File: config.mk
export PLATFORM = sky130hd
export DESIGN_NAME = regfile_ram
export DESIGN_NICKNAME = d
export VERILOG_FILES = /design/src/hdl/cpu_types_pkg.sv /design/src/hdl/regfile_pkg.sv /design/src/hdl/regfile_ram.sv
export SDC_FILE = /design/constraint.sdc
export NUM_CORES = 2
export LEC_CHECK = 0
export BUFFER_PORTS_ARGS = -buffer_cell sky130_fd_sc_hd__buf_2
export CAP_MARGIN = 0
export CORE_MARGIN = 2
export CORE_UTILIZATION = 60
export DETAILED_ROUTE_END_ITERATION = 6
export PLACE_DENSITY_LB_ADDON = 0.15
export REMOVE_ABC_BUFFERS = 1
export SYNTH_ARGS = -nofsm -noshare
export SYNTH_HDL_FRONTEND = slang
export SYNTH_SLANG_ARGS = --single-unit
File: constraint.sdc
create_clock -name clka -period 4.02 [get_ports clka]
set_input_delay 0.201 -clock clka [delete_from_list [all_inputs] [get_ports clka]]
set_output_delay 0.201 -clock clka [all_outputs]
set_load 0.01 [all_outputs]
File: src/hdl/cpu_types_pkg.sv
`default_nettype none

// ==============================
// Core machine types
// ==============================

package cpu_types_pkg;

   // Width of one machine value in bits
   localparam int VALUE_W = 32;

   // Number of byte lanes in one machine value
   localparam int VALUE_BYTES = VALUE_W / 8;

   // Bits needed to select a byte lane within a value
   localparam int LANE_W = $clog2(VALUE_BYTES);

   // Shift amounts use only the bits needed to cover one value
   localparam int SHAMT_W = $clog2(VALUE_W);

   // Physical register index width; 64 entries at most
   localparam int PREG_W = 6;

   // One machine value as seen by the execute units
   typedef logic [VALUE_W-1:0] value_t;

   // Physical register index used by both units and the top level
   typedef logic [PREG_W-1:0] preg_t;

   // A single byte lane selector
   typedef logic [LANE_W-1:0] lane_t;

endpackage : cpu_types_pkg

`default_nettype wire

File: src/hdl/regfile_pkg.sv
`default_nettype none

// ==============================
// Register file subsystem types
// ==============================

package regfile_pkg;

   import cpu_types_pkg::*;

   localparam int NUM_PEERS = 2;  // ALU and byte-insert share the write port

   // The tag byte sits just above the value bytes in every RAM word
   localparam int TAG_LANE = VALUE_BYTES;
   localparam int RF_LANES = VALUE_BYTES + 1;  // Four value lanes plus the tag lane

   typedef logic [RF_LANES-1:0] rf_be_t;  // One write enable per RAM byte lane

   // Code written into the tag byte, telling which unit produced the entry
   typedef enum logic [7:0] {
      src_none    = 8'h00,  // Never written since power-up
      src_alu     = 8'ha1,
      src_binsert = 8'hb1
   } src_tag_e;

   // ALU opcodes carried in the issue packet
   typedef enum logic [2:0] {
      alu_add,
      alu_sub,
      alu_and,
      alu_or,
      alu_xor,
      alu_shl   // Shift left by the low bits of operand b
   } alu_op_e;

   // One RAM word; tag in the top byte
   typedef struct packed {
      src_tag_e tag;
      value_t   value;
   } rf_word_t;

   // Write request from a unit to the arbiter
   typedef struct packed {
      preg_t    dst;
      rf_be_t   be;    // Lanes to update, others keep their contents
      rf_word_t word;
   } rf_wr_t;

   // Issue packet for the ALU, operands arrive with it
   typedef struct packed {
      alu_op_e op;
      value_t  a;
      value_t  b;
      preg_t   dst;
   } alu_issue_t;

   // Issue packet for the byte-insert unit
   typedef struct packed {
      preg_t       dst;
      lane_t       lane;  // Value byte to replace
      logic [7:0]  data;
   } bins_issue_t;

endpackage : regfile_pkg

`default_nettype wire

File: src/hdl/regfile_ram.sv
`default_nettype none

module regfile_ram
   import cpu_types_pkg::*;
   import regfile_pkg::*;
#(
   parameter int PREGS = 64
) (
   input  logic     clka,
   input  logic     ena,    // Write port enable
   input  rf_be_t   wea,    // Byte lane enables, tag lane on top
   input  preg_t    addra,
   input  rf_word_t dina,
   input  preg_t    addrb,
   output rf_word_t doutb
);

   // Only the low address bits are decoded when the file is shallower than 64
   localparam int AW = $clog2(PREGS);

   rf_word_t    mem [PREGS];
   logic [AW-1:0] raddrb;  // Read address captured on the clock edge

   // Power-up contents are all zero, tag reads as src_none
   initial begin
      for (int i = 0; i < PREGS; i++) begin
         mem[i] = '{tag: src_none, value: '0};
      end
   end

   // ==============================
   // Write port
   // ==============================

   // Each byte lane is written on its own so partial updates merge with
   // the bytes already stored in the entry
   always_ff @(posedge clka) begin
      for (int g = 0; g < RF_LANES; g++) begin
         if (ena && wea[g]) begin
            mem[addra[AW-1:0]][g*8 +: 8] <= dina[g*8 +: 8];  // Only enabled lanes change
         end
      end
   end

   // ==============================
   // Read port
   // ==============================

   always_ff @(posedge clka) begin
      raddrb <= addrb[AW-1:0];  // Address is sampled, data follows one cycle later
   end

   assign doutb = mem[raddrb];  // Reflects a write committed on the same edge

endmodule : regfile_ram

`default_nettype wire

==> flow_summary.toml <==
[hold_path]
hold_depth = 1
hp-class = "input port to flip-flop"

[route]
vias = 50400
drtIter0Drc = 7981
routed_via_density = 6.85
wl_per_cell_um = 36.3
drc_errors = 0
postRouteWirelength_um = 267000
first_pass_iters = 6
ant_nets = 0

[die]
rows = 148
start_util_pct = 60.4
io_pins = 99
die_h_um = 409
dieWidth_um = 409
die_area_um2 = 167000
design.core.area_um2 = 163000

[run_status]
violations = "max-capacitance violations, negative setup slack"
outcome = "finished, violations left"

[cts]
cts.sink_count = 2566
htree_levels = 5
cts_buffer_depth = 4
tritoncts = "done"
clkSlewWorstSetupHoldPaths_ns = 0.07
cts_buffers = 275
cts-root-buf = "clkbuf_16"

[logic_synthesis]
synth_edf_count = 2560
ys_ff_latch = 2566
yosys.area_share.simple_pct = 2.48
synth_top_family_by_area = "multiplexers"
post_synth.cell_area_avg_um2 = 21.7
ys_types = 44
synth_compound_area_share_pct = 2.70
synth_fa_ha_area_share_pct = 0
syn_area_um2 = 98500
synth_top_area_share_pct = 78.1
synth_xor_area_share_pct = 0
synth_area_leader_cell = "edfxtp_1"
synth.area.top_cells = "edfxtp_1 78%, mux4_2 14%, nor2_1 1.3%"
yosysSeqAreaShare_pct = 78.2
yosys_warnings = 0
synth_cells = 4530
async_flop_share_pct = 0
ys_dominant_reg_cell = "edfxtp_1"
muxShareOfSynthArea_pct = 15.2

[sta]
maxSlewViolCount = 0
finalWorstSetupSlack_ns = -0.0351
hold_viol = 0
fin_setup_tns_ns = -0.0388
period_share_pct = 101
hold_slack_ns = 0.0466
min_period_ns = 4.06
tightest_slew_ns = 1.49
max_slew_margin_pct = 0.344
finalSetupViolations = 2
rsz0062_at_grt = "yes"
fmax_mhz = 247

[placed_design]
dp_hpwl_um = 168000
pre_cts_slack_ns = 0.341
gp_congestion = 0.893
port_buffers = 98
dpl.cell_count = 6851

[grt]
grt_max_degree = 80
grt_pass1_vias = 49600
grt_pass1_wl_um = 373000
grt_antenna_before_repair = 17
overflow = 0
grt_use_total_pct = 32.2

[worst_setup_path]
crit_required_ns = 3.82
worst_setup_path_start_kind = "flip-flop"
path_class = "flip-flop to output port"
critPathMaxFanout = 44
critPathCaptureType = "output port"
cp.arrival_ns = 3.85

[final_layout]
largest_register_ffs = 2560
drive_gt1_share_pct = 28.2
multi_input_area_um2 = 20200
fin_nets = 5044
post-route-util_pct = 68.6
layout.cells.non_filler = 7359
syn_to_final_growth_pct = 13.5
seqCellArea_um2 = 77000
nFillCells = 10200

[pwr]
power.density_nw_per_um2 = 501
p_leak_nw = 35.4
irDropWorstVdd_mv = 0.491

[flow_run]
drv_cap = 1
[layer usage]
| layer | track usage (%) | share of wire (%) | wire, um | vias up |
|---|---|---|---|---|
| met1 | 46.1 | 38 | 100000 | 26600 |
| met3 | 9.79 | 13 | 33700 | 504 |
| met5 | 0.805 | 0.11 | 302 | - |
| li1 | - | - | - | 20000 |
| met2 | 47.3 | 46 | 123000 | 3286 |
| met4 | 12.4 | 3.9 | 10300 | 22 |
[worst paths after layout]
path | from | end
min | dina[32] | mem[39][32]
max | flip-flop | doutb[7]
[report_power, final]
group          total (mW)  internal [mW]  switching (mW)  leakage (nW)
Clock                23.5           13.7            9.84          3.97
Sequential           29.6           29.5          0.0467          23.1
Combinational        2.87           1.01            1.86          8.34
[cells by family (layout without fill, tap and decap cells)]
| logic type | count (synthesis) | count (layout) |
|---|---|---|
| flip-flops | 2566 | 2566 |
| AO/OA/AOI/OAI | 383 | 383 |
| buffers and inverters | 273 | 898 |
| multiplexers | 730 | 730 |
| other | 0 | 29 |
| AND/OR/NAND/NOR | 578 | 578 |
[layout by cell type (no fill, tap or decap), types with 9 or more instances in the layout]
| cell type | synthesis | layout |
|---|---|---|
| o22ai_1 | 147 | 147 |
| nand2_1 | 122 | 112 |
| a22oi_1 | 24 | 24 |
| buf_12 | 0 | 28 |
| a31oi_1 | 15 | 15 |
| nand2_2 | 0 | 10 |
| o22a_1 | 25 | 25 |
| bufinv_16 | 0 | 13 |
| and3_1 | 9 | 9 |
| buf_2 | 73 | 98 |
| dlygate4sd3_1 | 0 | 20 |
| o221ai_1 | 48 | 46 |
| clkinv_1 | 0 | 53 |
| o21ai_0 | 22 | 21 |
| nor2_1 | 350 | 348 |
| edfxtp_1 | 2560 | 2560 |
| mux2_2 | 38 | 38 |
| a22o_1 | 13 | 13 |
| mux4_2 | 610 | 610 |
| diode_2 | 0 | 29 |
| nor4_1 | 33 | 28 |
| mux2i_1 | 82 | 82 |
| buf_4 | 51 | 296 |
| clkinv_2 | 0 | 28 |
| a21oi_1 | 43 | 43 |
| clkbuf_16 | 0 | 285 |
| clkbuf_1 | 124 | 60 |
| a221oi_1 | 25 | 25 |
[metrics by stage]
stage / cell area (um^2) / total power, mW
4_1_cts: 112000 / 56.1
5_1_grt: 112000 / 57.2
2_1_floorplan: 97100 / 32.6
3_5_place_dp: 103000 / 32.9
6_report: 112000 / 56.0
3_3_place_gp: 103000 / 32.9
[cell type report]
| cell class | count | area share, % |
|---|---|---|
| tap | 2175 | 2.43 |
| timing repair buffer | 448 | 3.20 |
| antenna | 29 | 0.0649 |
| clock buffer | 345 | 6.58 |
| multi-input combinational | 1691 | 18.1 |
| clock inverter | 102 | 0.708 |
| sequential | 2566 | 68.9 |
| inverter | 3 | 0.0101 |
[critical path: stages, from the launching register on]
cell       delay [ns]
dfxtp_4          0.55
buf_6            0.46
mux4_2           0.37
nor2b_1          0.15
a2111oi_0        0.70
o22ai_1          0.24
and3_1           0.25
buf_2            0.15
[synthesized netlist by cell type, drive strengths merged (4+ instances only)]
| cell | count |
|---|---|
| buf | 143 |
| dfxtp | 6 |
| nand3 | 9 |
| nor4 | 33 |
| clkbuf | 127 |
| a21oi | 43 |
| edfxtp | 2560 |
| nor3b | 7 |
| mux2i | 82 |
| nand2b | 11 |
| a31oi | 15 |
| mux2 | 38 |
| o21ai | 22 |
| and3b | 4 |
| nor2 | 350 |
| a22o | 13 |
| o22a | 25 |
| a221oi | 25 |
| nand2 | 122 |
| a22oi | 24 |
| a211oi | 5 |
| mux4 | 610 |
| a2111oi | 4 |
| and3 | 9 |
| nor2b | 11 |
| and2 | 8 |
| or2 | 7 |
| o221ai | 48 |
| o21a | 6 |
| o22ai | 147 |
[what timing repair did]
item                                   4_1_cts  5_1_grt
buffers inserted                            12        0
setup endpoints to repair                   40        7
hold buffers                                20        0
pin swaps                                    0        0
resized for setup                           12        9
endpoints found under the hold margin      536        0
Power figures use the tool's default switching activity.
