**src/hdl/cpu_types_pkg.sv**
```systemverilog
`default_nettype none

// ==============================
// Core machine types
// ==============================

package cpu_types_pkg;

   // Width of one machine value in bits
   localparam int VALUE_W = 32;

   // Number of byte lanes in one machine value
   localparam int VALUE_BYTES = VALUE_W / 8;

   // Bits needed to select a byte lane within a value
   localparam int LANE_W = $clog2(VALUE_BYTES);

   // Shift amounts use only the bits needed to cover one value
   localparam int SHAMT_W = $clog2(VALUE_W);

   // Physical register index width; 64 entries at most
   localparam int PREG_W = 6;

   // One machine value as seen by the execute units
   typedef logic [VALUE_W-1:0] value_t;

   // Physical register index used by both units and the top level
   typedef logic [PREG_W-1:0] preg_t;

   // A single byte lane selector
   typedef logic [LANE_W-1:0] lane_t;

endpackage : cpu_types_pkg

`default_nettype wire

```
**src/hdl/regfile_pkg.sv**
```systemverilog
`default_nettype none

// ==============================
// Register file subsystem types
// ==============================

package regfile_pkg;

   import cpu_types_pkg::*;

   localparam int NUM_PEERS = 2;  // ALU and byte-insert share the write port

   // The tag byte sits just above the value bytes in every RAM word
   localparam int TAG_LANE = VALUE_BYTES;
   localparam int RF_LANES = VALUE_BYTES + 1;  // Four value lanes plus the tag lane

   typedef logic [RF_LANES-1:0] rf_be_t;  // One write enable per RAM byte lane

   // Code written into the tag byte, telling which unit produced the entry
   typedef enum logic [7:0] {
      src_none    = 8'h00,  // Never written since power-up
      src_alu     = 8'ha1,
      src_binsert = 8'hb1
   } src_tag_e;

   // ALU opcodes carried in the issue packet
   typedef enum logic [2:0] {
      alu_add,
      alu_sub,
      alu_and,
      alu_or,
      alu_xor,
      alu_shl   // Shift left by the low bits of operand b
   } alu_op_e;

   // One RAM word; tag in the top byte
   typedef struct packed {
      src_tag_e tag;
      value_t   value;
   } rf_word_t;

   // Write request from a unit to the arbiter
   typedef struct packed {
      preg_t    dst;
      rf_be_t   be;    // Lanes to update, others keep their contents
      rf_word_t word;
   } rf_wr_t;

   // Issue packet for the ALU, operands arrive with it
   typedef struct packed {
      alu_op_e op;
      value_t  a;
      value_t  b;
      preg_t   dst;
   } alu_issue_t;

   // Issue packet for the byte-insert unit
   typedef struct packed {
      preg_t       dst;
      lane_t       lane;  // Value byte to replace
      logic [7:0]  data;
   } bins_issue_t;

endpackage : regfile_pkg

`default_nettype wire

```
**src/hdl/byte_insert_unit.sv**
```systemverilog
`default_nettype none

module byte_insert_unit
   import cpu_types_pkg::*;
   import regfile_pkg::*;
(
   input  logic        clka,
   input  logic        reset,
   input  logic        issue_req,
   input  bins_issue_t issue_pkt,
   output logic        issue_ack,
   output logic        wr_req,
   output rf_wr_t      wr_pkt,
   input  logic        wr_ack
);

   typedef enum logic [2:0] {
      st_idle,
      st_exec,
      st_write,
      st_done,
      st_release
   } unit_state_e;

   unit_state_e state;
   bins_issue_t issue_q;
   rf_be_t      lane_be;  // Selected value lane plus the tag lane
   rf_wr_t      wr_q;

   always_comb begin
      lane_be               = '0;
      lane_be[issue_q.lane] = 1'b1;
      lane_be[TAG_LANE]     = 1'b1;  // Tag always records the writer
   end

   // ==============================
   // Handshake FSM
   // ==============================

   always_ff @(posedge clka) begin
      if (reset) begin
         state <= st_idle;
      end else begin
         case (state)
            st_idle:    if (issue_req) state <= st_exec;
            st_exec:    state <= st_write;
            st_write:   if (wr_ack) state <= st_done;
            st_done:    if (!issue_req) state <= st_release;  // Source may hold req
            st_release: if (!wr_ack) state <= st_idle;
            default:    state <= st_idle;
         endcase
      end
   end

   always_ff @(posedge clka) begin
      if (state == st_idle && issue_req) begin
         issue_q <= issue_pkt;
      end
      // The byte is copied into every lane, the mask picks the one that lands
      if (state == st_exec) begin
         wr_q.dst        <= issue_q.dst;
         wr_q.be         <= lane_be;
         wr_q.word.tag   <= src_binsert;
         wr_q.word.value <= {VALUE_BYTES{issue_q.data}};
      end
   end

   assign wr_req    = (state == st_write);
   assign wr_pkt    = wr_q;
   assign issue_ack = (state == st_done);

endmodule : byte_insert_unit

`default_nettype wire

```
**config.mk**
```make
export PLATFORM = sky130hd
export DESIGN_NAME = byte_insert_unit
export DESIGN_NICKNAME = d
export VERILOG_FILES = /design/src/hdl/cpu_types_pkg.sv /design/src/hdl/regfile_pkg.sv /design/src/hdl/byte_insert_unit.sv
export SDC_FILE = /design/constraint.sdc
export NUM_CORES = 1
export LEC_CHECK = 0
export BUFFER_PORTS_ARGS = -buffer_cell sky130_fd_sc_hd__clkbuf_2
export CAP_MARGIN = 25
export CORE_AREA = 10 10 53 86
export CTS_BUF_LIST = sky130_fd_sc_hd__clkbuf_8
export DETAILED_ROUTE_END_ITERATION = 8
export DIE_AREA = 0 0 63 96
export GPL_TIMING_DRIVEN = 0
export PLACE_DENSITY = 0.81
export REMOVE_ABC_BUFFERS = 1
export SLEW_MARGIN = 20
export SYNTH_ARGS = -nofsm -noshare
export SYNTH_HDL_FRONTEND = slang
export SYNTH_SLANG_ARGS = --single-unit
```
**constraint.sdc**
```tcl
create_clock -name clka -period 4.8 [get_ports clka]
set_input_delay 0.72 -clock clka [delete_from_list [all_inputs] [get_ports clka]]
set_output_delay 0.72 -clock clka [all_outputs]
set_load 0.005 [all_outputs]
```
==> results summary, run 1 <==
The final standard cell area without fillers is approximately 1700 um2. The largest net degree at the start of global routing is 12. For this run, asynchronously set or reset flops after synthesis account for 0%. The post-synthesis sequential element count is 37. For flop-to-flop paths, the worst setup slack is 3110 ps. The summed negative setup slack over all endpoints is 0 ps. The clock transition at the registers of the reported paths is 60 ps. The overall via count from detail_route is ~790.

The worst setup path is captured at an output pin. The startpoint of the lowest-slack hold path is issue_q[10]. The mean area per synthesized cell came out at 16.0 um2.

Summing the areas of all xor and xnor instances in the mapped netlist gives 0% of the synthesized area. Measured against its own limit, the worst slew margin works out to about three fifths. After floorplanning, the core was sized to cover ~3100 um2. The proportion of synthesized area in mux cells is less than 1%. The instance area after placement is approximately 1700 um2. The start of the worst register-to-register path is state[0]. The detailed-placement wirelength estimate is 2310 um.

The number of synthesized flops with an enable pin came out at 34. For hold timing, the worst endpoint is wr_pkt[45]. The slew of the pin with the lowest slew margin is ~620 ps. The synthesized netlist devotes approximately 1.9% of its cell area to compound gates. The maximum vdd drop came out at between 0.2 and 0.3 mV.

During synthesis, Yosys emitted a total of 0 warnings. The H-tree was split into 2 levels. For met1 alone, demand over resource in global routing was between 8 and 9%. The first detailed-routing pass took 4 iterations. The critical path required time is approximately 4000 ps. The maximum frequency from static timing analysis came out at about 520 MHz. Synthesis handed over a netlist of 93 instances.

The met3 track demand over resource in global routing came out at under 10%. The final worst clock skew came out at ~1.6 ps. Of all nets on the critical path, the largest fanout is 10.

TritonCTS built the clock tree. The first routing iteration left 30 violations. Setup repair after global routing left no endpoint under its margin. The worst hold path passes through 0 cells.

The clock tree buffer depth is 2. Clock tree synthesis selected as its root buffer the cell clkbuf_8. Using the TritonRoute via totals, the vias-per-cell ratio works out to about 4.4. The worst hold-check slack is 418 ps. The cell count after placement is between 150 and 200. The number of antenna diodes in the final layout is 0. At the later pin of the worst-skew pair, clock insertion delay measures around 270 ps. The number of gates resized after CTS was 0.

The worst register-to-register path ends at wr_pkt[29]. Of the available clock period, the critical path in the final layout requires around 40%. Excluding fillers, the count of instances in the completed layout stands at approximately 180. The reported max-cap violation count came out at 0.

The number of input and output port buffers inserted is between 60 and 70. The arrival time reported for the critical path endpoint came out at 1190 ps. By area, the combinational part of the netlist is dominated by buffers and inverters. The synthesized netlist occupies a cell area of 1490 um2. Post-CTS timing repair inserted 0 buffers for setup. The routability-driven placement congestion ratio is 0.651. In this run the vertical extent of the chip is roughly 96 um. For this configuration, the core starts out at a cell density of between 40% and 50%. The post-route netlist has between 50% and 60% of its cells at a drive strength greater than 1. The synthesized netlist devotes approximately 6.2% of its cell area to simple gates.

Compared with the post-synthesis result, the final layout area differs by 16.3%. Summing the areas of all fa, ha and maj instances in the mapped netlist gives 0% of the synthesized area. The final-stage net count is 158. The leakage dissipation came out at 0.740 nW. The distinct cell type count of the synthesized netlist came out at 21. The depth of the worst register-to-register path is 3. The number of buffers created by CTS is 5.

The total clock sinks came out at 37. The most utilized layer in the global route result is met2. Row generation in the floorplan step produced 27 rows. For this run, global-route usage on met2 was measured as between 15 and 20%. Setup violations remaining at the end of the flow were counted as 0. The area enclosed by the die boundary is 6050 um2.

The initial antenna violation count came to 0. The critical path in this run is classified as register to output pin. The setup slack at placement is between 2000 and 3000 ps. The path class of the tightest hold or removal check is register to register. Across every metal layer, demand over resource in global routing totals around 8.9%. The final hold violation count is 0. The max-slew violation count is 0.

The number of global-route vias before repair was about 830. The nature of the critical path startpoint is a register. The final antenna-violating net count is 0. The sum of overflow across all layers after global routing came out at 0. In the synthesized netlist the dominant register cell turns out to be edfxtp_1. For this block, the routed nets add up to 2760 um of wire. The width of the die is 63 um. The average routed wire per standard cell came out at around 15 um. The I/O pin count came out at between 70 and 80. For the finished layout, the period the worst path requires is 1910 ps. The first-pass GRT wire length came out at 4130 um. The worst-case setup margin in the final layout is slightly below 3000 ps. In this run the power density over the cells is 387 nW/um2. The sequential-to-total area share from yosys stat is between 70 and 80%.

After detailed routing, the number of remaining DRC violations is 0. The quantity of hold-fixing buffers added after cts is 0. The flow ran to the end, and the final reports show no timing, DRC or antenna violations.
-- synthesized netlist by cell type, types with 2 or more instances --
cell type  instances  area (um2)
buf_4             33         248
conb_1             2        7.51
dfxtp_1            3        60.1
edfxtp_1          34        1020
nand4bb_1          2        22.5
nor2_1             3        11.3
nor2b_1            2        12.5
-- where the power goes --
group / leakage (nW) / internal, W / switching (W)
registers: 0.344 / 0.000389 / 0.0000158
clock network: 0.0428 / 0.0000955 / 0.0000917
logic: 0.353 / 0.0000364 / 0.0000399
total: 0.740 / 0.000521 / 0.000147
-- cell families after synthesis --
| kind of cell | after synthesis |
|---|---|
| multiplexers | 1 |
| AND/OR/NAND/NOR | 14 |
| AO/OA/AOI/OAI | 3 |
| buffers and inverters | 36 |
| other | 2 |
| flip-flops | 37 |
-- cell usage in the layout (no fill, tap or decap), drive strengths merged, types with 2 or more instances in the layout --
cell,count
dfxtp,3
buf,3
nor2b,2
edfxtp,34
nand4bb,2
nor2,3
inv,2
conb,9
clkbuf,68
-- metal layers --
metal	routed length (um)	vias up
met5	0	-
met4	40	0
met3	319	4
met2	1410	49
met1	996	364
li1	-	375
-- area by class of cell --
type | instances | area [um2]
Clock inverter | 2 | 7.51
Sequential cell | 37 | 1080
Inverter | 1 | 3.75
Fill cell | 274 | 1410
Tap cell | 43 | 53.8
Clock buffer | 5 | 68.8
Multi-Input combinational cell | 27 | 175
Timing Repair Buffer | 66 | 339
-- registers in the layout (all words and copies together) (netlist names) --
name	count
issue_q	16
wr_pkt	18
state	3
-- stage by stage --
| stage | power [W] | utilization (%) |
|---|---|---|
| after detailed placement | 0.000491 | 52.6 |
| after global routing | 0.000702 | 55.0 |
| after floorplan | 0.000437 | - |
| after global placement | 0.000480 | 51.5 |
| final | 0.000668 | 55.0 |
| after CTS | 0.000675 | 55.0 |
-- worst max-delay path: stages, from the launching register on --
cell	delay, ps
dfxtp_1	540
nor3b_1	230
clkbuf_2	150
-- worst max path at each step --
stage,slack [ps],start,endpoint
final,2890,state[1],wr_req
after global routing,2780,state[1],wr_req
after CTS,2890,state[1],wr_req
after detailed placement,2890,issue_req,issue_q[3]
after global placement,1210,issue_req,issue_q[11]
after floorplan,1920,issue_req,issue_q[0]
No activity file was read; power rests on OpenSTA's default activity.
==> run 2: changes to the inputs <==
--- a/config.mk
+++ b/config.mk
@@ -7,12 +7,12 @@
 export LEC_CHECK = 0
 export BUFFER_PORTS_ARGS = -buffer_cell sky130_fd_sc_hd__clkbuf_2
 export CAP_MARGIN = 25
-export CORE_AREA = 10 10 53 86
+export CORE_AREA = 10 10 56 92
 export CTS_BUF_LIST = sky130_fd_sc_hd__clkbuf_8
 export DETAILED_ROUTE_END_ITERATION = 8
-export DIE_AREA = 0 0 63 96
+export DIE_AREA = 0 0 66 102
 export GPL_TIMING_DRIVEN = 0
-export PLACE_DENSITY = 0.81
+export PLACE_DENSITY = 0.74
 export REMOVE_ABC_BUFFERS = 1
 export SLEW_MARGIN = 20
 export SYNTH_ARGS = -nofsm -noshare
==> constraint.sdc (replaced) <==
create_clock -name clka -period 1.6 [get_ports clka]
set_input_delay 0.24 -clock clka [delete_from_list [all_inputs] [get_ports clka]]
set_output_delay 0.24 -clock clka [all_outputs]
set_load 0.005 [all_outputs]
==> run 2 against run 1 <==
First-iteration DRC count shrank 70%. Die area up 11%. Clock power rose to 4.1 times the previous value. Combinational power rose to 3.0 times the previous value. Count of clock-buffer cells in the layout unchanged. Wire length fell by 5.9%. Clock skew rose by 3.0 ps.
==> results summary, run 2 (synthesized netlist as in run 1, its figures left out) <==
Outcome: completed (unchanged). The final hold violation count is 0 (unchanged). The quantity of hold-fixing buffers added after cts came to 0 (unchanged). The area inside the core boundary is 3590 um2 (was 3140 um2). The largest fanout on the critical path was 10 (unchanged). The final antenna-violating net count is 0 (unchanged). The nature of the critical path endpoint is a register (was output pin). The clock tree buffer depth came out at 2 (unchanged).

The overall via count from detail_route is 807 (was 792). The clock transition at the registers of the reported paths came out at 70 ps (was 60 ps). The final-stage net count is 158 (unchanged). The endpoint of the most critical register-to-register path is wr_pkt[25] (was wr_pkt[29]). The post-CTS repair timing setup buffer count came out at 0 (unchanged).

The largest net degree at the start of global routing came to 13 (was 12). The start of the worst register-to-register path is state[0] (unchanged). The insertion delay to the later sink of the worst-skew pair is 280 ps (was 270 ps). The worst-case setup margin in the final layout came out at 117 ps (was 2890 ps).

The average routed wire per standard cell was 14.0 um (was 15.3 um). The shortest clock period the worst path allows after layout came out at 1480 ps. Based on the critical path, the design can be clocked at up to 674 MHz.

The layout overhead on the synthesized area came out at 19.1% (was 16.3%). The detailed-placement wirelength estimate came out at 2160 um (was 2310 um). The initial cell density of the core is 41.4% (was 47.3%). The register area came out at 1080 um2 (unchanged). The startpoint of the lowest-slack hold path is issue_pkt[5] (was issue_q[10]). The CTS tree is built (unchanged).

The first-pass GRT wire length is 3880 um (was 4130 um). The type of the tightest min-delay check is primary input to register (was register to register). The nature of the critical path startpoint is a register (unchanged).

The DRC violation count after routing came out at 0 (unchanged). The wire length reported by the detailed router is 2600 um (was 2760 um). The final worst clock skew is 4.64 ps (was 1.59 ps). The sum of overflow across all layers after global routing was 0 (unchanged).

The maximum vdd drop was 0.533 mV (was 0.281 mV). The worst hold-check slack came out at 132 ps (was 418 ps). The share of layout cells above drive strength 1 is 54.7% (was 53.6%). The number of global-route vias before repair is 864 (was 831). The I/O pin count was 73 (unchanged). The global-route usage over all layers is 7.57% (was 8.92%). The total clock sinks was 37 (unchanged). The arrival time reported for the critical path endpoint came to 1480 ps (was 1190 ps). The number of input and output port buffers inserted is 63 (unchanged). The number of filler instances in the final layout is 320 (was 274).

The number of optimization iterations in the first detailed-route pass was 2 (was 4). The first-iteration detailed-routing DRC count was 9 (was 30). Unrepaired setup endpoints after global routing: no (unchanged). The leading cell type in the layout, fill and taps excluded is clkbuf_2 (unchanged).

Commonest cells after routing, fill and taps aside: clkbuf_2 (63), edfxtp_1 (34), conb_1 (9), clkbuf_8 (5) (unchanged). The leakage dissipation came out at 0.750 nW (was 0.740 nW). The setup slack at placement came to -146 ps (was 2890 ps). The routability-driven placement congestion ratio was 0.754 (was 0.651). The final antenna diode count is 0 (unchanged). The hold-critical path depth came to 1 (was 0). The standard-cell row count is 29 (was 27). The total area of multi-input combinational cells came out at 181 um2 (was 175 um2). The depth of the worst register-to-register path came to 3 (unchanged).

The area enclosed by the die boundary came to 6730 um2 (was 6050 um2). The endpoint of the worst hold-timing path is issue_q[5] (was wr_pkt[45]). The width of the die is 66 um (was 63 um). The flip-flop count of the largest register, all copies and words added came out at 18 (unchanged).

The classification of the worst setup path was register to register (was register to output pin). The initial antenna violation count is 0 (unchanged). The reported max-cap violation count came out at 0 (unchanged). The power per standard cell area is 1240 nW/um2 (was 387 nW/um2). The critical path required time came out at 1600 ps (was 4080 ps). The cell count after placement is 177 (was 174). The worst setup slack for register-to-register paths came out at 120 ps (was 3110 ps).

The root buffer cell was clkbuf_8 (unchanged). The ratio of final minimum period to clock period is ~90%. The final non-filler cell total was 185 (was 181).

The H-tree depth is 2 (unchanged). The vertical extent of the die came out at 102 um (was 96 um). The number of buffers created by CTS came to 5 (unchanged).

The number of setup violations in the final report came out at 0 (unchanged). The detailed-route vias per instance came out at 4.36 (was 4.38). The summed negative setup slack over all endpoints came out at 0 ps (unchanged). The max-slew violation count came out at 0 (unchanged).
-- run 2: cell type report --
type	count	share of cell area (%)
inverter	1	0.212
clock buffer	5	3.89
sequential	37	61.1
tap	46	3.25
multi-input combinational	27	10.2
timing repair buffer	66	19.0
clock inverter	3	2.33
-- run 2: worst max path at each step --
stage | from | end | slack, ps | depth (start not counted)
global placement | state[0] | issue_q[8] | -1530 | 1
finish | state[0] | wr_pkt[25] | 120 | 3
floorplan | state[0] | issue_q[0] | -1010 | 1
detailed placement | state[0] | wr_pkt[41] | -150 | 3
global route | state[0] | wr_pkt[49] | 8 | 3
CTS | state[0] | wr_pkt[41] | 20 | 3
-- run 2: timing repair --
item / 4_1_cts / 5_1_grt
setup endpoints to repair: 10 / 10
pin swaps: 0 / 1
gates resized for setup: 1 / 0
-- run 2: critical path: stages, from the launching register on --
cell and delay [ps]:
dfxtp_1 480, inv_1 140, nor3_4 360, buf_6 210
-- run 2: power breakdown --
| part | switching (W) | total, W | internal, W |
|---|---|---|---|
| logic | 0.000118 | 0.000226 | 0.000108 |
| clock network | 0.000301 | 0.000759 | 0.000458 |
| registers | 0.0000487 | 0.00122 | 0.00117 |
-- run 2: layer usage --
layer | vias to the layer above | part of all wire [%] | track usage, %
met5 | - | 0 | 0
met3 | 2 | 23 | 7.56
met1 | 360 | 34 | 5.83
met4 | 0 | 0.65 | 4.86
li1 | 376 | - | -
met2 | 69 | 43 | 11.5
-- run 2: through the flow --
stage / instance area (um2) / util [%] / power [W]
3_3_place_gp: 1620 / 45.1 / 0.00144
6_report: 1770 / 49.3 / 0.00220
5_1_grt: 1770 / 49.3 / 0.00231
3_5_place_dp: 1650 / 46.0 / 0.00147
4_1_cts: 1770 / 49.3 / 0.00224
2_1_floorplan: 1250 / - / 0.00131
